### src/hw/commit_pkg.sv
package commit_pkg;

    // --------------------
    // sizes
    // --------------------
    localparam int unsigned NR_COMMIT_PORTS = 2;
    localparam int unsigned XLEN            = 64;
    localparam int unsigned RQ_DEPTH        = 8;
    localparam int unsigned RQ_PTR_W        = $clog2(RQ_DEPTH);
    localparam int unsigned SB_DEPTH        = 2;
    localparam int unsigned SB_DRAIN_CYCLES = 3;
    // count must also hold the full value
    localparam int unsigned SB_CNT_W        = $clog2(SB_DEPTH + 1);
    localparam int unsigned SB_TMR_W        = $clog2(SB_DRAIN_CYCLES);

    // machine mode csr addresses
    localparam logic [11:0] CSR_MSCRATCH = 12'h340;
    localparam logic [11:0] CSR_MEPC     = 12'h341;
    localparam logic [11:0] CSR_MCAUSE   = 12'h342;
    localparam logic [11:0] CSR_MTVEC    = 12'h305;

    // trap causes, msb marks an interrupt
    localparam logic [XLEN-1:0] CAUSE_ILLEGAL_INSTR = 64'd2;
    localparam logic [XLEN-1:0] CAUSE_M_EXT_INT     = {1'b1, 63'd11};

    // --------------------
    // types
    // --------------------
    typedef enum logic [2:0] {
        NONE, ALU, LOAD, STORE, CTRL_FLOW, MULT, CSR
    } fu_t;

    // ADD on a csr instruction is the csr no-op (plain read)
    typedef enum logic [2:0] {
        ADD, CSR_WRITE, CSR_SET, CSR_CLEAR, FENCE, MRET, OTHER
    } fu_op_t;

    typedef struct packed {
        logic            valid;
        logic [XLEN-1:0] cause;
        logic [XLEN-1:0] tval;
    } exception_t;

    // csr instructions carry the write operand in result
    // and the csr address in ex.tval[11:0]
    typedef struct packed {
        logic            valid;
        logic [XLEN-1:0] pc;
        fu_t             fu;
        fu_op_t          op;
        logic [4:0]      rd;
        logic [XLEN-1:0] result;
        exception_t      ex;
    } scoreboard_entry_t;

endpackage

### src/hw/store_commit_buffer.sv
module store_commit_buffer import commit_pkg::*; (
    input  logic clk_i,
    input  logic rst_i,
    input  logic commit_lsu_i,
    output logic commit_lsu_ready_o,
    output logic no_st_pending_o,
    output logic drained_o
);

    logic [SB_CNT_W-1:0] count_q;
    logic [SB_TMR_W-1:0] timer_q;

    assign commit_lsu_ready_o = (count_q < SB_DEPTH);
    assign no_st_pending_o    = (count_q == '0);
    // front store leaves on the last cycle of its drain window
    assign drained_o = (count_q != '0) && (timer_q == SB_TMR_W'(SB_DRAIN_CYCLES - 1));

    always_ff @(posedge clk_i) begin
        if (rst_i) begin
            count_q <= '0;
            timer_q <= '0;
        end else begin
            count_q <= count_q + SB_CNT_W'(commit_lsu_i) - SB_CNT_W'(drained_o);
            // timer restarts for the next store at the front
            if (drained_o || (count_q == '0)) begin
                timer_q <= '0;
            end else begin
                timer_q <= timer_q + 1'b1;
            end
        end
    end

    // commit stage honours ready, so the buffer never overfills
    assert property (@(posedge clk_i) disable iff (rst_i)
        commit_lsu_i |-> (count_q < SB_DEPTH));

endmodule

### config.mk
export PLATFORM = sky130hd
export DESIGN_NAME = store_commit_buffer
export DESIGN_NICKNAME = d
export VERILOG_FILES = /design/src/hw/commit_pkg.sv /design/src/hw/store_commit_buffer.sv
export SDC_FILE = /design/constraint.sdc
export NUM_CORES = 1
export LEC_CHECK = 0
export BUFFER_PORTS_ARGS = -buffer_cell sky130_fd_sc_hd__buf_2
export CORE_AREA = 2 2 39 41
export DETAILED_ROUTE_END_ITERATION = 10
export DIE_AREA = 0 0 41 43
export HOLD_SLACK_MARGIN = 0.08
export PLACE_DENSITY = 0.31
export SLEW_MARGIN = 25
export SYNTH_ARGS = -nofsm -noshare
export SYNTH_HDL_FRONTEND = slang
export SYNTH_SLANG_ARGS = --single-unit
### constraint.sdc
create_clock -name clk_i -period 3.91 [get_ports clk_i]
set_input_delay 0.782 -clock clk_i [delete_from_list [all_inputs] [get_ports clk_i]]
set_output_delay 0.782 -clock clk_i [all_outputs]
set_load 0.02 [all_outputs]
==> Word-level counts from Yosys, hierarchy flattened <==
Cells that the tools add are included.
{ "totals": {"out_inout_bits": 3, "regBits": 4, "input_bits": 3} }
{ "op_classes": {"reduce_logical": 5, "n_addsub": 3, "n_lt_le_gt_ge": 1, "eq_ne": 1} }
{ "op_table": {"columns": ["cell", "count"], "rows": [
  ["adder 2 x 1 -> 2 bit", 1],
  ["adder 2 x 1 -> 2 bit, second input constant", 1],
  ["== test 2 bit, second input constant", 1],
  ["logical NOT 2 bit", 1],
  ["< comparator 2 bit, second input constant", 1],
  ["nonzero test 2 bit", 1],
  ["OR reduction 2 bit", 1],
  ["subtractor 2 x 1 -> 2 bit", 1],
  ["logical AND 1 bit", 1],
  ["logical OR 1 bit", 1]
]} }

==> Longest topological paths before layout <==
Gate-level depths: netlist (run 1).
{ "depth": {"ltp_word": 4, "depth_mapped": 8} }

==> Least setup slack after synthesis (run 1) <==
No wires, ideal clock.
{ "synth_path": {"kind": "reg2reg", "startpoint": "register count_q[1]", "endpoint": "register count_q[1]", "path_stages_with_launch": 8, "slack_ps": 2128, "arrival_ps": 1671, "required_time_ps": 3800, "n_path_buf": 0, "cell_sequence": "dfxtp_1 -> nor2_1 -> nor2b_1 -> ha_1 -> inv_1 -> ha_1 -> xnor3_1 -> nor2_1"} }
{ "synth_between": {"elab_chain_len": 3, "elab_cells_between_ends": 4, "classes_between": "2 x add/sub; 2 x reduce/logical"} }
{ "synth_lines": {"columns": ["element", "line", "rtl"], "rows": [
  ["from (decl)", "store_commit_buffer.sv:10", "logic [SB_CNT_W-1:0] count_q;"],
  ["from (signal assigned)", "store_commit_buffer.sv:23", "count_q <= count_q + SB_CNT_W'(commit_lsu_i) - SB_CNT_W'(drained_o);"],
  ["nonzero test 2 bit", "store_commit_buffer.sv:16", "assign drained_o = (count_q != '0) && (timer_q == SB_TMR_W'(SB_DRAIN_CYCLES - 1));"],
  ["logical AND 1 bit", "store_commit_buffer.sv:16", null],
  ["net drained_o", "store_commit_buffer.sv:7", "output logic drained_o"],
  ["subtractor 2 x 1 -> 2 bit", "store_commit_buffer.sv:23", null]
]} }
The timed path passes the listed nets, and every way through them passes these cells.
A chain may end at the register's enable or synchronous reset.

==> Worst setup path after layout (run 1) <==
{ "layout_path": {"startpoint": "register timer_q[0]", "endpoint": "output port drained_o"} }
{ "layout_between": {"elab_chain_len": 2} }
{ "layout_lines": {"columns": ["element", "line", "rtl"], "rows": [
  ["from (decl)", "store_commit_buffer.sv:11", "logic [SB_TMR_W-1:0] timer_q;"],
  ["from (signal assigned)", "store_commit_buffer.sv:28", "timer_q <= timer_q + 1'b1;"],
  ["== test 2 bit", "store_commit_buffer.sv:16", null],
  ["logical AND 1 bit", "store_commit_buffer.sv:16", null],
  ["to (decl)", "store_commit_buffer.sv:7", null]
]} }
Every way passes these cells.

==> summary.md, run 1 <==
| Metric | Value |
|---|---|
| Setup CP Type | flop to primary output |
| DR vias | 136 |
| Crit-path max cell delay | 0.30 ns |
| Worst min-delay path category | flop to flop |
| Port Buf Inserts | 5 |
| Post-DRT Antenna Nets | 0 |
| Crit path required time | 3.13 ns |
| DRT Pass-1 Iters | 2 |
| CTS tree | done |
| Most common cell after layout, fill and taps aside | buf_2 |
| Most frequent cells in the layout | 5 x buf_2, 4 x inv_1, 4 x dfxtp_1 |
| Top Metal Used | met3 |
| Hold-fix buffers, CTS | 0 |
| Nets@finish | 34 |
| Final Slew Violations | 0 |
| Met1 Wirelength | 152 um |
| YS warnings | 0 |
| WL met2 | 105 um |
| Final setup fails | 0 |
| Peak VDD IR | 0.000159 V |
| Critical path arrival | 1.13 ns |
| Endpoints failing hold | 0 |
| LEAKAGE | 0.000121 uW |
| Num Clock Sinks | 4 |
| Die X | 41 um |
| First-pass GRT wire length | 565 um |
| Detail Placement HPWL | 256 um |
| Area of the mapped netlist | 188 um2 |
| Die ar. | 1760 um2 |
| Io pins | 6 |
| Number of global-route vias before repair | 145 |
| Layout cells sized above 1 | 30.8% |
| Largest net degree at the start of global routing | 5 |
| Critical Path Sink Type | primary output |
| Post-route DRC | 0 |
| Setup bufs post-CTS | 0 |
| Root buffer cell | clkbuf_4 |
| PwrDens | 477 nW/um2 |
| Overall die height | 43 um |
| Worst-case clock buffer depth | 2 |
| Yosys cell types | 7 |
| Site row count | 14 |
| RePlAce Congestion | 0.612 |
| Fmax | 0.523 GHz |
| DRT iter0 DRCs | 1 |
| Drt wl/cell | 7.36 um |
| Register bit total from synthesis | 4 |
| Sequential cell area fraction in the yosys report | 42.7% |
| Worst Hold Slack | 0.428 ns |
| Syn Nets | 24 |
| Post-Synthesis Cells | 18 |
| Max-slew headroom | 82.8% |
| Syn-to-layout area delta | 36.0% |
| Final worst-path cycle share | 48.9% |
| Initial core utilization | 13.6% |
| Grt total ovfl | 0 |
| DR WL met3 | 50 um |
| Slew @ Worst Pin | 0.256 ns |
| RSZ-0062 raised after global routing | no |
| Total power | 122 uW |
| Clk_skew | 0.0000977 ns |
| Post-cts repair resize count | 0 |
| H-tree depth | 1 |
| Max-Cap Viols | 0 |
| Initial antenna violation count | 0 |
| Final WL | 309 um |
| Status | finished clean |
| Total CTS buffers | 3 |
| Vias/cell | 3.24 |
| Mapped Avg Cell Area | 10.4 um2 |
| Clock latency on the worst-skew pair | 0.23 ns |
| Crit-path cells | inv_1 -> ha_1 -> nor2b_1 -> buf_2 |
| TNS Setup | 0 ns |
| Fill cells | 163 |
| Slowest CP cell | dfxtp_1 |
| # diodes | 0 |
| Worst Setup Start Kind | flop |
| Clock Pin Slew Worst Setup and Hold Paths | 0.04 ns |
| GRT Total Usage | 5.02% |
| Min cycle time layout | 1.91 ns |
| Core box area | 1380 um2 |
| Max FO, Critical Path | 3 |
| Utilization after layout | 18.4% |
-- registers in the layout, indices dropped and copies added, names as in the netlist --
name     cells
timer_q      2
count_q      2
-- critical path: cells and delay by family, from the launching register on --
family / cells / cell delay (ns)
flops: 1 / 0.30
simple gates: 1 / 0.18
fa+ha+maj: 1 / 0.17
buf+inv: 2 / 0.24
-- cells in the mapped netlist --
cell type / count / share of area, %
nor2b_1: 2 / 6.7
inv_1: 4 / 8.0
ha_1: 3 / 20
nor2_1: 2 / 4.0
xnor3_1: 1 / 12
nor4_1: 2 / 6.7
dfxtp_1: 4 / 43
-- area by class of cell --
class,instances,area (um2),share of cell area [%]
tap,16,20.0,7.84
sequential,4,80.1,31.4
timing repair buffer,5,25.0,9.80
inverter,4,15.0,5.88
multi-input combinational,10,92.6,36.3
clock buffer,3,22.5,8.82
-- kinds of logic (layout without fill, tap and decap cells) --
family	Yosys count	count (layout)	share of synthesized area, %
adders and majority gates	3	3	20.0
DFF	4	4	42.7
buffers and inverters	4	12	8.00
xor gates and xnor gates	1	1	12.0
and+or+nand+nor	6	6	17.3
-- through the flow --
stage                     worst slack [ns]  cell area (um2)  std cells
final                                 2.00              255         42
after CTS                             1.98              255         42
after global placement                2.24              233         39
after global routing                  1.88              255         42
after floorplan                       2.13              188         18
after detailed placement              2.23              233         39
-- routing by layer --
metal	vias up	track usage, %
met5	-	0
met4	0	2.00
met3	0	4.71
li1	74	-
met2	8	5.31
met1	54	6.75
-- report_power, final --
group	total [uW]	switching, uW	internal [uW]	leakage (uW)
logic	23.6	12.9	10.7	0.0000746
registers	47.5	2.21	45.3	0.0000328
clock network	50.7	16.4	34.3	0.0000138
total	122	31.5	90.3	0.000121
-- worst paths after layout --
check	cells after the start	endpoint	startpoint	slack (ns)
worst min register to register	1	timer_q[0]	timer_q[0]	0.43
worst max-delay path	4	drained_o	timer_q[0]	2.00
worst min-delay path	1	timer_q[0]	timer_q[0]	0.43
worst max register to register	8	count_q[1]	timer_q[0]	2.33
Power figures use the tool's default switching activity.
==> run 2: changes to the inputs <==
Settings changed: PLACE_DENSITY 0.31 to 0.32.
Clock period 3.91 ns to 1.7 ns, I/O delays scaled along.
==> run 2 against run 1 <==
  * Utilization grew 0.18 points
  * Worst hold slack got worse by 0.11 ns
  * Final cell count stayed put
  * Largest cell class unchanged
==> summary.md, run 2 (synthesis gave the netlist of run 1 again) <==
| Metric | Value |
|---|---|
| Worst-case clock buffer depth | 2 |
| Initial antenna violation count | 0 |
| Comb power frac | 19.7% |
| Die X | 41 um |
| Most common cell after layout, fill and taps aside | buf_2 |
| Worst Setup Start Kind | flop |
| Reg2reg start | timer_q[0] |
| Drt wl/cell | 6.81 um |
| Flop pwr share | 40.3% |
| Worst Hold Slack | 0.323 ns |
| Crit-path max cell delay | 0.31 ns |
| TNS Setup | 0 ns |
| Sw Pwr | 64.9 uW |
| # diodes | 0 |
| Hold-fix buffers, CTS | 0 |
| Site row count | 14 |
| Worst min-delay path category | input port to flop |
| Post-cts repair resize count | 0 |
| Number of global-route vias before repair | 167 |
| Initial core utilization | 13.6% |
| RePlAce Congestion | 0.535 |
| Final setup fails | 0 |
| DR vias | 148 |
| Int Power | 208 uW |
| Max FO, Critical Path | 3 |
| Most used cell, CP | ha_1 |
| Critical path arrival | 1.71 ns |
| R2R depth | 8 |
| Setup CP Type | flop to flop |
| Vias/cell | 3.52 |
| Cell family with most CP delay | adder cells |
| Utilization after layout | 18.6% |
| Hold Path Sink | count_q[1] |
| Crit path required time | 1.86 ns |
| Peak VDD IR | 0.000240 V |
| Total power | 273 uW |
| Num Clock Sinks | 4 |
| H-tree depth | 1 |
| Max-Cap Viols | 0 |
| Crit-path cells | inv_1 -> ha_1 -> nor2b_1 -> ha_1 -> inv_1 -> ha_1 -> xnor3_1 -> nor2_1 |
| Bufs and invs on worst path | 2 |
| First-pass GRT wire length | 586 um |
| Clk_skew | 0.000318 ns |
| Hold path depth | 2 |
| CTS tree | done |
| Nets@finish | 34 |
| Grt total ovfl | 0 |
| Final Slew Violations | 0 |
| Largest registers | count_q: 2 flops, timer_q: 2 flops |
| DRT iter0 DRCs | 0 |
| Syn-to-layout area delta | 37.3% |
| Endpoints failing hold | 0 |
| Die ar. | 1760 um2 |
| Largest net degree at the start of global routing | 5 |
| Slew @ Worst Pin | 0.221 ns |
| LEAKAGE | 0.000122 uW |
| Clock Power Share | 39.9% |
| Io pins | 6 |
| DRT Pass-1 Iters | 1 |
| Most frequent cells in the layout | 5 x buf_2, 4 x inv_1, 4 x dfxtp_1 |
| Status | finished clean |
| Post-DRT Antenna Nets | 0 |
| Slowest CP cell | dfxtp_1 |
| Min cycle time layout | 1.54 ns |
| Reg2reg setup slack | 0.16 ns |
| Setup bufs post-CTS | 0 |
| Root buffer cell | clkbuf_4 |
| CP startpoint | timer_q[0] |
| Post-Layout Cell Count | 42 |
| Port Buf Inserts | 5 |
| Final WL | 286 um |
| Max-slew headroom | 85.1% |
| Fmax | 0.648 GHz |
| Critical Path Sink Type | flop |
| Placed cell count | 39 |
| Net Sw Frac | 23.8% |
| Post-route DRC | 0 |
| Min-delay src | rst_i |
| RSZ-0062 raised after global routing | no |
| Total CTS buffers | 3 |
| Overall die height | 43 um |
| Clock latency on the worst-skew pair | 0.22 ns |
| Core box area | 1380 um2 |
| PwrDens | 1060 nW/um2 |
| Clock Pin Slew Worst Setup and Hold Paths | 0.03 ns |
| Capture point of the worst reg-to-reg path | count_q[1] |
| Layout cells sized above 1 | 34.6% |
| GRT Total Usage | 5.73% |
| Final worst-path cycle share | 90.7% |
| Worst path depth | 8 |
==> run 2: cell counts in the layout (fill, tap and decap cells not counted) <==
No cell type changed its count.
==> run 2: power by group through the flow <==
stage / sequential, uW / clock [uW] / combinational (uW)
after floorplan: 111 / 0 / 39.8
after global placement: 112 / 0 / 54.7
after detailed placement: 112 / 0 / 55.3
after CTS: 110 / 114 / 55.6
after global routing: 112 / 121 / 60.9
final: 110 / 109 / 53.9
==> run 2: area by class of cell <==
type	count	area (um2)
Fill cell	161	1130
Multi-Input combinational cell	10	95.1
Sequential cell	4	80.1
Timing Repair Buffer	5	25.0
Clock buffer	3	22.5
Tap cell	16	20.0
Inverter	4	15.0
==> run 2: metal layers <==
metal | up-vias | part of all wire (%) | routed length, um | track usage, %
li1 | 75 | - | - | -
met1 | 71 | 30 | 86 | 3.87
met2 | 2 | 67 | 192 | 8.44
met3 | 0 | 2.4 | 7 | 3.14
met4 | 0 | 0 | 0 | 8.00
met5 | - | 0 | 0 | 0
==> run 2: worst max path at each step <==
stage,to,slack [ns]
floorplan,count_q[1],0.0002
global placement,count_q[1],0.15
detailed placement,count_q[1],0.14
CTS,count_q[1],0.13
global route,count_q[1],0.02
finish,count_q[1],0.16
==> run 2: per-stage QoR <==
stage	area [um2]	worst slack, ns
6_report	258	0.157
5_1_grt	258	0.0157
4_1_cts	258	0.132
3_5_place_dp	235	0.143
3_3_place_gp	235	0.154
2_1_floorplan	190	0.000207
==> run 3: changes to the inputs <==
Settings changed: ABC_AREA set to 1, PLACE_DENSITY 0.32 to 0.34.
==> run 3 against run 2 <==
  * First-iteration DRC count increased by 2
  * Worst setup slack got worse by 0.0066 ns
  * Combinational power increased by 7.4%
  * Synthesized area increased by 13%
  * Cell area increased by 9.2%
  * Flip-flop and latch count unchanged
  * Power increased by 2.3%
  * Die area unchanged
  * Register-to-register slack about the same
  * Fmax decreased by 0.42%
  * Final cell count increased by 26%
  * Highest routed layer is now met4
==> summary.md, run 3 <==
| Metric | Value |
|---|---|
| Status | finished clean |
| Final setup fails | 0 |
| Register bit total from synthesis | 4 |
| Reg2reg start | timer_q[0] |
| Clock Pin Slew Worst Setup and Hold Paths | 0.04 ns |
| Initial core utilization | 15.3% |
| Syn-to-layout area delta | 33.1% |
| Max-Cap Viols | 0 |
| Sequential cell area fraction in the yosys report | 37.9% |
| Most common cell after layout, fill and taps aside | inv_1 |
| Peak VDD IR | 0.000249 V |
| Setup CP Type | flop to flop |
| Post-synthesis async set-or-reset flop share | 0% |
| Port Buf Inserts | 5 |
| Worst Hold Slack | 0.278 ns |
| Most frequent cells in the layout | 6 x inv_1, 5 x buf_2, 4 x inv_2, 4 x nor2_1, 4 x dfxtp_1 |
| Max-slew headroom | 93.0% |
| Grt total ovfl | 0 |
| Total CTS buffers | 3 |
| Number of synthesized flops with an enable pin | 0 |
| Top_reg_cell synth | dfxtp_1 |
| Nets@finish | 45 |
| YS warnings | 0 |
| Core box area | 1380 um2 |
| Crit path required time | 1.82 ns |
| Proportion of netlist area held by the largest area contributor | 37.9% |
| DR vias | 172 |
| Overall die height | 43 um |
| Worst Setup Start Kind | flop |
| First-pass GRT wire length | 565 um |
| CTS tree | done |
| Multi-input combinational cell area | 96.3 um2 |
| Critical Path Sink Type | flop |
| Mapped Avg Cell Area | 7.29 um2 |
| RSZ-0062 raised after global routing | no |
| Num Clock Sinks | 4 |
| Number of global-route vias before repair | 161 |
| Layout cells sized above 1 | 40.5% |
| # diodes | 0 |
| TNS Setup | 0 ns |
| Reg2reg setup slack | 0.15 ns |
| Final Slew Violations | 0 |
| RePlAce Congestion | 0.535 |
| Cell with the most instances after synthesis | inv_1 |
| Io pins | 6 |
| Sequential Area | 80.1 um2 |
| Detail Placement HPWL | 292 um |
| End of the critical path | count_q[1] |
| Fmax | 0.646 GHz |
| Worst-case clock buffer depth | 2 |
| Final worst-path cycle share | 91.1% |
| Post-route DRC | 0 |
| Setup bufs post-CTS | 0 |
| Capture point of the worst reg-to-reg path | count_q[1] |
| Critical path arrival | 1.67 ns |
| CP startpoint | timer_q[0] |
| Drt wl/cell | 6.21 um |
| Syn Nets | 35 |
| Final WL | 329 um |
| Clock latency on the worst-skew pair | 0.23 ns |
| LEAKAGE | 0.000147 uW |
| Post-DRT Antenna Nets | 0 |
| Die X | 41 um |
| Initial antenna violation count | 0 |
| Synth top area cells | dfxtp_1 38%, ha_1 18%, inv_1 11% |
| Worst min-delay path category | input port to flop |
| Slew @ Worst Pin | 0.105 ns |
| Largest registers | count_q: 2 flops, timer_q: 2 flops |
| Die ar. | 1760 um2 |
| Most frequent cells after synthesis | 6 x inv_1, 5 x nor2_1, 4 x dfxtp_1 |
| PwrDens | 993 nW/um2 |
| Root buffer cell | clkbuf_4 |
| Yosys cell types | 11 |
| Yosys top cell by area | dfxtp_1 |
| Largest net degree at the start of global routing | 5 |
| Post-Synthesis Cells | 29 |
| Site row count | 14 |
| Clk_skew | 0.00150 ns |
| DRT iter0 DRCs | 2 |
| Fill cells | 160 |
| Vias/cell | 3.25 |
| Area of the mapped netlist | 211 um2 |
| R2R depth | 11 |
| Endpoints failing hold | 0 |
| DRT Pass-1 Iters | 2 |
| Max FO, Critical Path | 2 |
| GRT Total Usage | 5.12% |
| H-tree depth | 1 |
| Min cycle time layout | 1.55 ns |
## run 3: cell count changes after synthesis, moves of 2 or more
cell | previous run | this run
inv_1 | 4 | 6
inv_2 | 0 | 3
nand2_1 | 0 | 3
nor2_1 | 2 | 5
nor2b_1 | 2 | 0
nor4_1 | 2 | 0
## run 3: per-stage QoR
stage | setup slack, ns | utilization (%) | power, uW | std cells | cell area [um2]
3_5_place_dp | 0.136 | 18.7 | 167 | 50 | 259
3_3_place_gp | 0.131 | 18.7 | 168 | 50 | 259
4_1_cts | 0.129 | 20.3 | 289 | 53 | 282
5_1_grt | 0.00248 | 20.3 | 309 | 53 | 282
2_1_floorplan | 0.0621 | - | 152 | 29 | 214
6_report | 0.151 | 20.3 | 279 | 53 | 282
## run 3: worst max-delay path, cell delays in order (launching register included)
cell and delay, ns:
dfxtp_1 0.31, inv_1 0.04, ha_1 0.19, inv_2 0.07, nor2_2 0.04, ha_1 0.26, inv_1 0.04, ha_1 0.18
inv_1 0.05, nand2_1 0.05, a21oi_1 0.14, nor2_1 0.06
## run 3: logic make-up (layout without fill, tap and decap cells)
group           count (synthesis)  after routing  share of synthesized area [%]
compound gates                  1              1                           2.36
fa+ha+maj                       3              3                           17.8
buf+inv                        10             18                           17.7
flops                           4              4                           37.9
simple gates                   11             11                           24.3
## run 3: how the worst min path moves through the flow
stage | startpoint | end | slack [ns] | cells past startpoint
after floorplan | timer_q[0] | timer_q[0] | 0.39 | 1
after global routing | rst_i | count_q[0] | 0.27 | 2
final | rst_i | count_q[0] | 0.28 | 2
after global placement | timer_q[0] | timer_q[0] | 0.40 | 1
after detailed placement | timer_q[0] | timer_q[0] | 0.40 | 1
after CTS | rst_i | count_q[0] | 0.27 | 2
## run 3: layer usage
layer  up-vias  wire length [um]  GRT usage, %
met5         -                 0             0
met4         0                15          6.00
met3         2                38          1.57
met2         7               122          6.56
met1        61               153          5.77
li1        102                 -             -
## run 3: power by group
part / internal [uW] / switching, uW
Combinational: 20.9 / 37.0
Clock: 78.8 / 35.9
Sequential: 103 / 3.37
Total: 203 / 76.3
## run 3: layout make-up
| cell class | instances | area share, % |
|---|---|---|
| inverter | 10 | 13.3 |
| tap | 16 | 7.11 |
| timing repair buffer | 5 | 8.89 |
| sequential | 4 | 28.4 |
| clock buffer | 3 | 8.00 |
| multi-input combinational | 15 | 34.2 |
## run 3: repair_timing
item,in CTS,in global routing
hold buffers,0,0
gates resized for setup,0,1
setup endpoints to repair,0,1
endpoints found under the hold margin,0,0
