File: config.mk
export PLATFORM = sky130hd
export DESIGN_NAME = commit_stage_flat
export DESIGN_NICKNAME = d
export VERILOG_FILES = /design/src/hw/commit_pkg.sv /design/src/hw/commit_if.sv /design/src/hw/commit_stage.sv /design/src/flat_wrapper.sv
export SDC_FILE = /design/constraint.sdc
export NUM_CORES = 1
export LEC_CHECK = 0
export BUFFER_PORTS_ARGS = -buffer_cell sky130_fd_sc_hd__buf_2
export CAP_MARGIN = 20
export CORE_AREA = 2 2 447 449
export DETAILED_ROUTE_END_ITERATION = 8
export DIE_AREA = 0 0 449 451
export REMOVE_ABC_BUFFERS = 1
export SYNTH_ARGS = -nofsm -noshare
export SYNTH_HDL_FRONTEND = slang
export SYNTH_SLANG_ARGS = --single-unit
export TNS_END_PERCENT = 50
File: constraint.sdc
create_clock -name vclk -period 1.61
set_input_delay 0 -clock vclk [all_inputs]
set_output_delay 0 -clock vclk [all_outputs]
set_load 0.02 [all_outputs]
File: src/hw/commit_pkg.sv
package commit_pkg;

    // --------------------
    // sizes
    // --------------------
    localparam int unsigned NR_COMMIT_PORTS = 2;
    localparam int unsigned XLEN            = 64;
    localparam int unsigned RQ_DEPTH        = 8;
    localparam int unsigned RQ_PTR_W        = $clog2(RQ_DEPTH);
    localparam int unsigned SB_DEPTH        = 2;
    localparam int unsigned SB_DRAIN_CYCLES = 3;
    // count must also hold the full value
    localparam int unsigned SB_CNT_W        = $clog2(SB_DEPTH + 1);
    localparam int unsigned SB_TMR_W        = $clog2(SB_DRAIN_CYCLES);

    // machine mode csr addresses
    localparam logic [11:0] CSR_MSCRATCH = 12'h340;
    localparam logic [11:0] CSR_MEPC     = 12'h341;
    localparam logic [11:0] CSR_MCAUSE   = 12'h342;
    localparam logic [11:0] CSR_MTVEC    = 12'h305;

    // trap causes, msb marks an interrupt
    localparam logic [XLEN-1:0] CAUSE_ILLEGAL_INSTR = 64'd2;
    localparam logic [XLEN-1:0] CAUSE_M_EXT_INT     = {1'b1, 63'd11};

    // --------------------
    // types
    // --------------------
    typedef enum logic [2:0] {
        NONE, ALU, LOAD, STORE, CTRL_FLOW, MULT, CSR
    } fu_t;

    // ADD on a csr instruction is the csr no-op (plain read)
    typedef enum logic [2:0] {
        ADD, CSR_WRITE, CSR_SET, CSR_CLEAR, FENCE, MRET, OTHER
    } fu_op_t;

    typedef struct packed {
        logic            valid;
        logic [XLEN-1:0] cause;
        logic [XLEN-1:0] tval;
    } exception_t;

    // csr instructions carry the write operand in result
    // and the csr address in ex.tval[11:0]
    typedef struct packed {
        logic            valid;
        logic [XLEN-1:0] pc;
        fu_t             fu;
        fu_op_t          op;
        logic [4:0]      rd;
        logic [XLEN-1:0] result;
        exception_t      ex;
    } scoreboard_entry_t;

endpackage

File: src/hw/commit_if.sv
interface commit_if import commit_pkg::*; ();

    // two oldest queue entries, valid clear when a slot is empty
    scoreboard_entry_t [NR_COMMIT_PORTS-1:0] commit_instr;
    // ack[1] only ever set together with ack[0]
    logic [NR_COMMIT_PORTS-1:0]              commit_ack;
    // empties the queue at the same edge
    logic                                    flush;

    modport queue (
        output commit_instr,
        input  commit_ack,
        input  flush
    );

    modport commit (
        input  commit_instr,
        output commit_ack,
        output flush
    );

endinterface

File: src/hw/commit_stage.sv
module commit_stage import commit_pkg::*; (
    input  logic                                 clk_i,
    input  logic                                 rst_i,
    input  logic                                 halt_i,
    input  logic                                 single_step_i,
    commit_if.commit                             commit,
    // register file
    output logic [NR_COMMIT_PORTS-1:0][4:0]      waddr_o,
    output logic [NR_COMMIT_PORTS-1:0][XLEN-1:0] wdata_o,
    output logic [NR_COMMIT_PORTS-1:0]           we_o,
    // csr unit
    output fu_op_t                               csr_op_o,
    output logic [11:0]                          csr_addr_o,
    output logic [XLEN-1:0]                      csr_wdata_o,
    output logic                                 commit_csr_o,
    input  logic [XLEN-1:0]                      csr_rdata_i,
    input  exception_t                           csr_exception_i,
    output logic [XLEN-1:0]                      commit_pc_o,
    // store buffer
    output logic                                 commit_lsu_o,
    input  logic                                 commit_lsu_ready_i,
    input  logic                                 no_st_pending_i,
    output logic                                 fence_o,
    output exception_t                           exception_o
);

    scoreboard_entry_t [NR_COMMIT_PORTS-1:0] instr;
    logic [NR_COMMIT_PORTS-1:0]              ack;

    assign instr             = commit.commit_instr;
    assign commit.commit_ack = ack;
    // a taken trap drops everything younger
    assign commit.flush      = exception_o.valid;

    assign waddr_o[0]  = instr[0].rd;
    assign waddr_o[1]  = instr[1].rd;
    assign commit_pc_o = instr[0].pc;
    assign csr_addr_o  = instr[0].ex.tval[11:0];

    // --------------------
    // retire decision
    // --------------------
    always_comb begin : retire
        ack          = '0;
        we_o         = '0;
        commit_lsu_o = 1'b0;
        commit_csr_o = 1'b0;
        fence_o      = 1'b0;
        wdata_o[0]   = instr[0].result;
        wdata_o[1]   = instr[1].result;
        // csr no-op by default
        csr_op_o     = ADD;
        csr_wdata_o  = '0;

        // port 0
        if (instr[0].valid && !halt_i) begin
            ack[0] = 1'b1;
            // a trapping instruction is acked but leaves no state behind
            if (!exception_o.valid) begin
                if (instr[0].fu == STORE) begin
                    // wait on store buffer back-pressure
                    commit_lsu_o = commit_lsu_ready_i;
                    ack[0]       = commit_lsu_ready_i;
                end
                if (instr[0].op == FENCE) begin
                    // hold until all committed stores have drained
                    fence_o = no_st_pending_i;
                    ack[0]  = no_st_pending_i;
                end
            end
            if (instr[0].fu == CSR) begin
                commit_csr_o = 1'b1;
                wdata_o[0]   = csr_rdata_i;
                csr_op_o     = instr[0].op;
                csr_wdata_o  = instr[0].result;
            end
            we_o[0] = ack[0] && !exception_o.valid;
        end

        // port 1, plain result writers only, behind a clean port 0
        if (ack[0] && instr[1].valid && !halt_i && !single_step_i
                && (instr[0].fu != CSR)
                && !exception_o.valid && !instr[1].ex.valid
                && (instr[1].fu inside {ALU, LOAD, CTRL_FLOW, MULT})) begin
            ack[1]  = 1'b1;
            we_o[1] = 1'b1;
        end
    end

    // --------------------
    // trap selection
    // --------------------
    // lowest priority first, later assignments override
    always_comb begin : trap
        exception_o = '0;
        // a trap needs a valid pc to return to
        if (instr[0].valid) begin
            if (csr_exception_i.valid && !csr_exception_i.cause[XLEN-1]) begin
                exception_o      = csr_exception_i;
                exception_o.tval = instr[0].ex.tval;
            end
            // exception raised earlier in the pipe
            if (instr[0].ex.valid) begin
                exception_o = instr[0].ex;
            end
            // interrupts beat everything
            if (csr_exception_i.valid && csr_exception_i.cause[XLEN-1]) begin
                exception_o      = csr_exception_i;
                exception_o.tval = instr[0].ex.tval;
            end
        end
        if (halt_i) begin
            exception_o.valid = 1'b0;
        end
    end

    // queue fills from the oldest slot so slot 1 is never valid alone
    assert property (@(posedge clk_i) disable iff (rst_i)
        commit.commit_instr[1].valid |-> commit.commit_instr[0].valid);

endmodule

File: src/flat_wrapper.sv
// flat-port wrapper written by rule: the top's interface ports become plain ports
module commit_stage_flat import commit_pkg::*;
  (clk_i, rst_i, halt_i, single_step_i, waddr_o, wdata_o, we_o, csr_op_o, csr_addr_o, csr_wdata_o, commit_csr_o, csr_rdata_i, csr_exception_i, commit_pc_o, commit_lsu_o, commit_lsu_ready_i, no_st_pending_i, fence_o, exception_o, commit_commit_instr, commit_commit_ack, commit_flush);
  commit_if commit_i ();
  input  logic clk_i;
  input  logic rst_i;
  input  logic halt_i;
  input  logic single_step_i;
  output logic [NR_COMMIT_PORTS-1:0][4:0] waddr_o;
  output logic [NR_COMMIT_PORTS-1:0][XLEN-1:0] wdata_o;
  output logic [NR_COMMIT_PORTS-1:0] we_o;
  output fu_op_t csr_op_o;
  output logic [11:0] csr_addr_o;
  output logic [XLEN-1:0] csr_wdata_o;
  output logic commit_csr_o;
  input  logic [XLEN-1:0] csr_rdata_i;
  input  exception_t csr_exception_i;
  output logic [XLEN-1:0] commit_pc_o;
  output logic commit_lsu_o;
  input  logic commit_lsu_ready_i;
  input  logic no_st_pending_i;
  output logic fence_o;
  output exception_t exception_o;
  input wire logic [$bits(commit_i.commit_instr)-1:0] commit_commit_instr;
  output wire logic [$bits(commit_i.commit_ack)-1:0] commit_commit_ack;
  output wire logic [$bits(commit_i.flush)-1:0] commit_flush;
  assign commit_i.commit_instr = commit_commit_instr;
  assign commit_commit_ack = commit_i.commit_ack;
  assign commit_flush = commit_i.flush;
  commit_stage u_core (.clk_i(clk_i), .rst_i(rst_i), .halt_i(halt_i), .single_step_i(single_step_i), .commit(commit_i), .waddr_o(waddr_o), .wdata_o(wdata_o), .we_o(we_o), .csr_op_o(csr_op_o), .csr_addr_o(csr_addr_o), .csr_wdata_o(csr_wdata_o), .commit_csr_o(commit_csr_o), .csr_rdata_i(csr_rdata_i), .csr_exception_i(csr_exception_i), .commit_pc_o(commit_pc_o), .commit_lsu_o(commit_lsu_o), .commit_lsu_ready_i(commit_lsu_ready_i), .no_st_pending_i(no_st_pending_i), .fence_o(fence_o), .exception_o(exception_o));
endmodule
### After elaboration in Yosys (flattened, before gate mapping)

Cells that the tools add are included.

* flip-flop bits (word level): 0
* latch bits: 0
* RAM bits: 0
* ROM bits: 0
* bits of input ports: 737
* output and inout bits: 418
* word-level logic and storage cells: 51
* memories kept: 0

* add/subtract/negate cells: 0
* $mul: 0
* divide/modulo/power cells: 0
* order comparisons: 0
* eq/ne operators: 8
* shift-type cells: 0
* multiplexer cells: 26
* bitwise operators: 0
* reductions and logical operators: 17

Operators with widths (count)
* $mux W129: 4
* $mux W64: 4
* $mux W1: 16
* $eq A3 B3 Y1 const B: 4
* $logic_and A1 B1 Y1: 11
* $eq A3 B2 Y1 const B: 2
* $mux W3: 2
* $logic_not A1 Y1: 5
* $reduce_bool A4 Y1: 1
* $eq A3 B1 Y1 const B: 1
* $ne A3 B3 Y1 const B: 1

### Logic depth before layout (Yosys ltp)

Gate-level depths: netlist of the first run.

* word-level depth: 18
* gate-level depth with buffers: 5
* gate-level depth less buffers: 3

### Worst setup path before layout of the first run

No wires, ideal clock.

* path type: input to output
* start point: input port commit_commit_instr[199]
* end point: output port we_o[1]
* arrival time: 1.718 ns
* required time: 1.610 ns
* slack: -0.108 ns
* stages: 4
* buffers on the path: 1
* cells stage by stage: or3b_2 > mux2i_1 > nor4_1 > buf_4

* word-level cells in the longest chain between the ends: 13

RTL lines
* from (decl): RTL line flat_wrapper.sv:24 `input wire logic [$bits(commit_i.commit_instr)-1:0] commit_commit_instr;`
* $eq A3 B3 Y1: RTL line commit_stage.sv:65 `if (instr[0].op == FENCE) begin`
* $mux W1: RTL line commit_stage.sv:65
* $mux W1: RTL line commit_stage.sv:59 `if (!exception_o.valid) begin`
* $mux W1 (2 in series): RTL line commit_stage.sv:56 `if (instr[0].valid && !halt_i) begin`
* $logic_and A1 B1 Y1 (3 in series): RTL line commit_stage.sv:81 `if (ack[0] && instr[1].valid && !halt_i && !single_step_i`
* $logic_and A1 B1 Y1: RTL line commit_stage.sv:82 `&& (instr[0].fu != CSR)`
* $logic_and A1 B1 Y1 (2 in series): RTL line commit_stage.sv:83 `&& !exception_o.valid && !instr[1].ex.valid`
* $logic_and A1 B1 Y1: RTL line commit_stage.sv:84 `&& (instr[1].fu inside {ALU, LOAD, CTRL_FLOW, MULT})) begin`
* $mux W1
* to (decl): RTL line flat_wrapper.sv:11 `output logic [NR_COMMIT_PORTS-1:0] we_o;`

Every way passes these cells. The select of a mux whose other input is x is not followed.

==> results.md, run 1 <==
Outcome:
- The run finished with clean final reports.

Final layout:
- The fraction of layout instances using a drive strength above 1 is 70.9%.
- The multi-input logic area is 2710 um2.
- The final-stage net count is 1751.
- Leaving out fill and tap cells, the most frequent cell in the layout is sky130_fd_sc_hd__buf_2.
- The number of inserted filler cells in the final layout is 23700.
- Leaving out fill and tap cells, the most frequent cells in the layout are sky130_fd_sc_hd__buf_2, sky130_fd_sc_hd__and2_1, sky130_fd_sc_hd__nor2b_1, sky130_fd_sc_hd__a32oi_1, sky130_fd_sc_hd__buf_12.
- The area growth from synthesis to layout is 152%.
- Across the whole layout, storage elements account for 0 um2.
- The clock buffer count in the final layout is 0.
- Cells fill 5.17% of the core in the end.
- The number of sequential cells in the layout is 0.

Logic synthesis:
- The synthesized netlist devotes 14.1% of its cell area to compound gates.
- The sequential element share of the synthesized area is 0%.
- After synthesis, the largest family of logic cells by area is buffers and inverters.
- The synthesized design spends more area on one cell type than any other, namely sky130_fd_sc_hd__buf_4.
- The synthesized netlist occupies a cell area of 4070 um2.
- The Yosys warning count is 0.
- The portion of synthesized area spent on multiplexers is 17.9%.
- The cell count after synthesis is 546.
- The share of the synthesized area in the top cell type is 28.8%.
- The count of distinct cell types in the synthesized netlist is 27.
- Summing the areas of all fa, ha and maj instances in the mapped netlist gives 0% of the synthesized area.
- In the post-synthesis netlist, the biggest area contributors are sky130_fd_sc_hd__buf_4, sky130_fd_sc_hd__and2_1, sky130_fd_sc_hd__a32oi_1, sky130_fd_sc_hd__mux2_2, sky130_fd_sc_hd__nor2b_1.
- The synthesized-area fraction occupied by and/or/nand/nor cells is 33.3%.
- The xor and xnor fraction of the mapped netlist area is 0.215%.
- The post-synthesis area per instance is 7.46 um2.

Floorplan:
- In this run the vertical extent of the chip is 451 um.
- The effective utilization at floorplan is 2.05%.
- The floorplan step set the die width to 449 um.
- The floorplan core area is 198000 um2.
- The die covers 202000 um2.
- For this design the top-level I/O count stands at 1155.
- The initialized floorplan defines 164 standard-cell rows.

Timing:
- The max-slew violation count came to 0.
- Timing would allow up to 669 MHz.
- The final critical-path share of the clock period is 92.8%.
- The minimum clock period is 1.49 ns.
- The number of hold-slack violations in the final timing report was 0.
- The tightest slew margin relative to the limit is 58.0%.
- The setup violation total in the final timing report is 0.
- Setup repair after global routing left no endpoint under its margin.
- In the post-route analysis, the smallest setup slack over all paths is 0.116 ns.
- For the pin with the worst max-slew slack, the measured transition is 0.630 ns.

Setup path:
- STA puts the critical path data required time at 1.61 ns.
- The slowest library cell on the worst path is sky130_fd_sc_hd__buf_4.
- The nature of the critical path endpoint is an output pin.
- The cell type with the highest occurrence count on the critical path is sky130_fd_sc_hd__buf_4.
- The category of cells accounting for the largest share of critical-path delay is buffers and inverters.
- The arrival time of data at the critical path endpoint is 1.49 ns.
- The biggest fanout along the worst timing path is 37.
- The critical path goes through buf_4, a21boi_4, buf_4, a32oi_1, nor2b_1, buf_12.
- The setup path with the least slack is of type in -> out.
- The worst setup path is launched from a primary input.
- The worst path buffer plus inverter count is 3.
- The delay of the slowest critical-path stage is 0.50 ns.

Placed design:
- The worst-case setup slack after placement is -0.197 ns.
- Once detailed placement completed, the half-perimeter wirelength came to 145000 um.
- The weighted congestion at the end of routability-driven global placement is 0.742.
- Port buffering added 618 buffers.

Detailed routing:
- The number of nets with antenna violations after routing is 0.
- The pre-antenna-repair detailed-routing pass consisted of 4 iterations.
- Dividing the detail-routed wire length by the instance count gives 40.9 um.
- In the routed design, unresolved DRC markers number 0.
- The number of design-rule violations left by the first detailed-router iteration is 625.
- The routed design has 151000 um of wire.
- The average via count per standard cell is 2.05.
- The routed layout has 7542 vias.

Global route:
- In the global route stage, overall resource usage came out at 14.2%.
- After global routing the overflow that remains totals 0.
- The number of antenna violations at the first check in global routing is 180.
- The via count of the first global-routing pass is 5817.
- The first global-routing pass estimated 163000 um of wire.
- The largest net degree at the start of global routing is 61.

Min path:
- The path class of the tightest hold or removal check is in -> out.

Power and ir drop:
- The cell leakage power is 4.00 nW.
- Across the VDD grid, the largest voltage drop is 0.0808 mV.
- The total power density per cell area is 260 nW/um2.

Run:
- The tool flagged a number of max-cap violations equal to 0.
cells by family (layout without fill, tap and decap cells):
| family | count (synthesis) | in the layout |
|---|---|---|
| other cells | 0 | 19 |
| xor+xnor | 1 | 1 |
| compound gates | 66 | 66 |
| simple gates | 213 | 213 |
| mux | 65 | 65 |
| buf+inv | 201 | 667 |
report_power, final:
| group | total (mW) | internal (mW) | switching [mW] |
|---|---|---|---|
| clock network | 0.000000534 | 0.000000534 | 0 |
| logic | 2.67 | 1.01 | 1.66 |
| registers | 0 | 0 | 0 |
| total | 2.67 | 1.01 | 1.66 |
layout make-up:
type	instances	area share (%)
inverters	1	0.0366
multi-input cells	345	26.4
repair buffers	666	40.7
well taps	2656	32.4
diodes	19	0.464
synth_stat cells (all sizes together), types with 3 or more instances:
master,n
nor2b,66
a32oi,63
clkbuf,14
and2,131
nand2b,3
nor2,6
mux2,64
buf,186
final timing paths:
check	start	endpoint	slack [ns]	cells past startpoint
worst max-delay path	csr_exception_i[128]	exception_o[119]	0.12	6
worst min-delay path	commit_commit_instr[249]	commit_pc_o[45]	0.001	0
layer usage:
metal  GRT usage (%)  share of wire [%]  up-vias
li1                -                  -     2668
met4           0.721                1.8       20
met3            18.2                 28      330
met5            5.16                1.0        -
met1            10.3                 25     3108
met2            23.1                 44     1416
through the flow:
stage	total power, mW	std cells	TNS [ns]	hold slack, ns	area [um2]
floorplan	0.802	346	-86.46	0	2670
global placement	2.74	3668	-0.428	0.00358	10200
detailed placement	2.73	3668	-0.385	0.00358	10200
CTS	2.75	3668	0	0.00358	10200
global route	2.86	3679	0	0.000537	10200
finish	2.67	3687	0	0.00139	10300
what timing repair did:
| action | in CTS | in global routing |
|---|---|---|
| setup endpoints to repair | 2 | 1 |
| buffers inserted | 0 | 0 |
| hold endpoints to repair | 0 | 0 |
| pin swaps | 0 | 1 |
| resized for setup | 2 | 0 |
| hold buffers | 0 | 0 |
Note: power is estimated with default switching activity, not from simulation.
==> run 2: changes to the inputs <==
--- a/config.mk
+++ b/config.mk
@@ -10,6 +10,7 @@
 export CORE_AREA = 2 2 447 449
 export DETAILED_ROUTE_END_ITERATION = 8
 export DIE_AREA = 0 0 449 451
+export PLACE_DENSITY = 0.3
 export REMOVE_ABC_BUFFERS = 1
 export SYNTH_ARGS = -nofsm -noshare
 export SYNTH_HDL_FRONTEND = slang
==> run 2 against run 1 <==
Worst setup slack got worse by 0.022 ns. Critical endpoint is now we_o[1]. Non-clock buffer count fell by 7. Routed wire length fell by 6.1%. Worst hold slack barely moved. Critical path depth did not move. Final cell count barely moved. First-iteration DRC count rose by 0.80%. Utilization fell by 0.091 points. Sequential cell count did not move. Global-route usage fell by 0.88 points.
==> results.md, run 2 (synthesized netlist as in run 1, its figures left out) <==
Setup path:
- The worst path buffer plus inverter count is 3 (unchanged).
- The nature of the critical path endpoint is an output pin.
- Traced cell by cell, the critical path runs through buf_2, or3b_2, mux2i_1, nor4_2, buf_4, buf_12.
- The biggest fanout along the worst timing path is 2 (-95%).
- The worst setup path category is in -> out.
- The critical path startpoint category is a primary input.
- The endpoint required time on the critical path came to 1.61 ns (about the same).
- The delay of the slowest critical-path stage came to 0.49 ns (about the same).
- The slowest library cell on the worst path is sky130_fd_sc_hd__or3b_2.
- The arrival time of data at the critical path endpoint was 1.52 ns (+0.03 ns).
- The category of cells accounting for the largest share of critical-path delay is simple AND/OR/NAND/NOR gates.

Placed design:
- The count of input and output buffers is 618 (unchanged).
- The worst-case setup slack after placement was -0.0185 ns (+0.178 ns).
- The weighted congestion at the end of routability-driven global placement is 0.771 (+3.9%).
- The number of instances in the placed design is 3661 (-0.19%).
- The post-DP HPWL is 135000 um (-6.7%).
- The cell area after placement is 10000 um2 (-1.9%).

Min path:
- The hold path startpoint is commit_commit_instr[255].
- The hold path depth was 0 (unchanged).
- The class of the tightest hold or removal check is in -> out.
- The end point of the most critical hold path is commit_pc_o[51].

Timing:
- The worst setup margin is 0.0941 ns (-0.0218 ns).
- The final critical-path share of the clock period is 94.2% (+1.4 points).
- The setup violation total in the final timing report is 0 (unchanged).
- The minimum clock period is 1.52 ns (+0.0218 ns).
- The worst hold margin was 0.00102 ns (-0.000371 ns).
- The max-slew violation count is 0 (unchanged).
- The number of hold-slack violations in the final timing report came to 0 (unchanged).
- The tightest slew margin relative to the limit came to 66.9% (+8.9 points).
- The measured slew at the worst slew-check pin is 0.495 ns (-0.135 ns).
- The highest clock frequency the design can meet came to 660 MHz (-1.4%).
- The setup total negative slack is 0 ns (unchanged).
- Setup repair after global routing left no endpoint under its margin.

Floorplan:
- The width of the chip is 449 um (unchanged).
- The number of top-level pins was 1155 (unchanged).
- The floorplan row count is 164 (unchanged).
- The floorplan core area is 198000 um2 (unchanged).
- The effective utilization at floorplan is 2.05% (unchanged).
- The overall die area is 202000 um2 (unchanged).
- The vertical die dimension came to 451 um (unchanged).

Power and ir drop:
- The cell leakage power came to 3.94 nW (-1.5%).
- The switching share of power is 62.0% (-0.19 points).
- The sequential power share is 0% (unchanged).
- The total power density per cell area is 252 nW/um2 (-3.2%).
- The cell-internal power is 0.963 mW (-4.5%).
- The power share of the combinational group is 100.0% (about the same).
- The largest voltage drop on the vdd net is 0.0607 mV (-25%).
- The clock network power share is 0% (unchanged).
- The net switching power came to 1.57 mW (-5.2%).

Detailed routing:
- The detailed-route DRC error count is 0 (unchanged).
- The number of design-rule violations left by the first detailed-router iteration came to 630 (+0.80%).
- The total wire length after detailed routing is 141000 um (-6.1%).
- The via count of the routed design is 7360 (-2.4%).
- The average via count per standard cell is 2.00 (-2.4%).
- The mean routed wirelength per cell came to 38.4 um (-6.1%).
- The iteration count of the initial detailed-routing pass was 4 (unchanged).
- The number of nets with antenna violations after routing came to 0 (unchanged).

Final layout:
- The final-stage net count is 1744 (-0.40%).
- The clock buffer count in the final layout is 0 (unchanged).
- The number of sequential cells in the layout came to 0 (unchanged).
- The fraction of layout instances using a drive strength above 1 is 70.7% (-0.20 points).
- The final design area excluding fillers was 10100 um2 (-1.8%).
- The number of inserted filler cells in the final layout is 23700 (+0.20%).
- The combined flip-flop and latch cell area is 0 um2 (unchanged).
- The layout overhead on the synthesized area is 148%.
- The multi-input logic area is 2700 um2 (-0.32%).
- The count of placed standard cells in the final layout, fillers left out is 3686 (-0.027%).
- Leaving out fill and tap cells, the most frequent cell in the layout is sky130_fd_sc_hd__buf_2.
- In the layout the commonest cells are sky130_fd_sc_hd__buf_2, sky130_fd_sc_hd__and2_1, sky130_fd_sc_hd__nor2b_1, sky130_fd_sc_hd__a32oi_1, sky130_fd_sc_hd__mux2_2.

Run:
- The max-cap violation count was 0 (unchanged).

Global route:
- The via count of the first global-routing pass is 6172 (+6.1%).
- The global-route congestion overflow total was 0 (unchanged).
- The wire length of the first global-routing pass is 155000 um (-5.0%).
- The number of antenna violations at the first check in global routing is 140 (-22%).
- The total global routing track utilization is 13.3% (-0.88 points).
- The largest net degree at the start of global routing is 65 (+6.6%).

Clock tree:
- The count of hold-fix buffers inserted at cts came to 0 (unchanged).
- The number of setup buffers added after CTS is 0 (unchanged).

Outcome:
- The run finished with clean final reports.
run 2: repair_timing:
action / 4_1_cts / 5_1_grt
resized for setup: 1 / 1
setup endpoints to repair: 2 / 2
pin swaps: 0 / 0
run 2: cell type report:
class                      count  share of cell area [%]
antenna                       25                   0.621
inverter                       1                  0.0372
multi-input combinational    345                    26.8
tap                         2656                    33.0
timing repair buffer         659                    39.6
run 2: metal layers:
metal	global-route usage (%)	vias to the layer above	wire length (um)
met2	21.5	1254	63400
li1	-	2670	-
met4	0.710	18	1850
met3	17.0	270	39000
met5	6.49	-	1560
met1	9.71	3148	35600
run 2: worst max-delay path by stage:
stage	slack, ns	start	to	depth (start not counted)
after floorplan	-0.53	commit_commit_instr[201]	wdata_o[0]	3
after global placement	-0.04	commit_commit_instr[199]	we_o[1]	6
after detailed placement	-0.02	commit_commit_instr[199]	we_o[1]	6
after CTS	0.04	csr_exception_i[128]	exception_o[110]	7
after global routing	0.009	commit_commit_instr[199]	we_o[1]	6
final	0.09	commit_commit_instr[199]	we_o[1]	6
run 2: per-stage QoR:
stage	power (mW)	utilization (%)
3_3_place_gp	2.62	5.05
6_report	2.54	5.08
4_1_cts	2.64	5.05
3_5_place_dp	2.62	5.05
5_1_grt	2.73	5.07
2_1_floorplan	0.802	-
run 2: power groups by stage:
stage	Clock, mW	Sequential, mW	Combinational [mW]
after global placement	0	0	2.62
after floorplan	0	0	0.802
after detailed placement	0	0	2.62
after global routing	0.00000149	0	2.73
after CTS	0	0	2.64
final	0.00000162	0	2.54
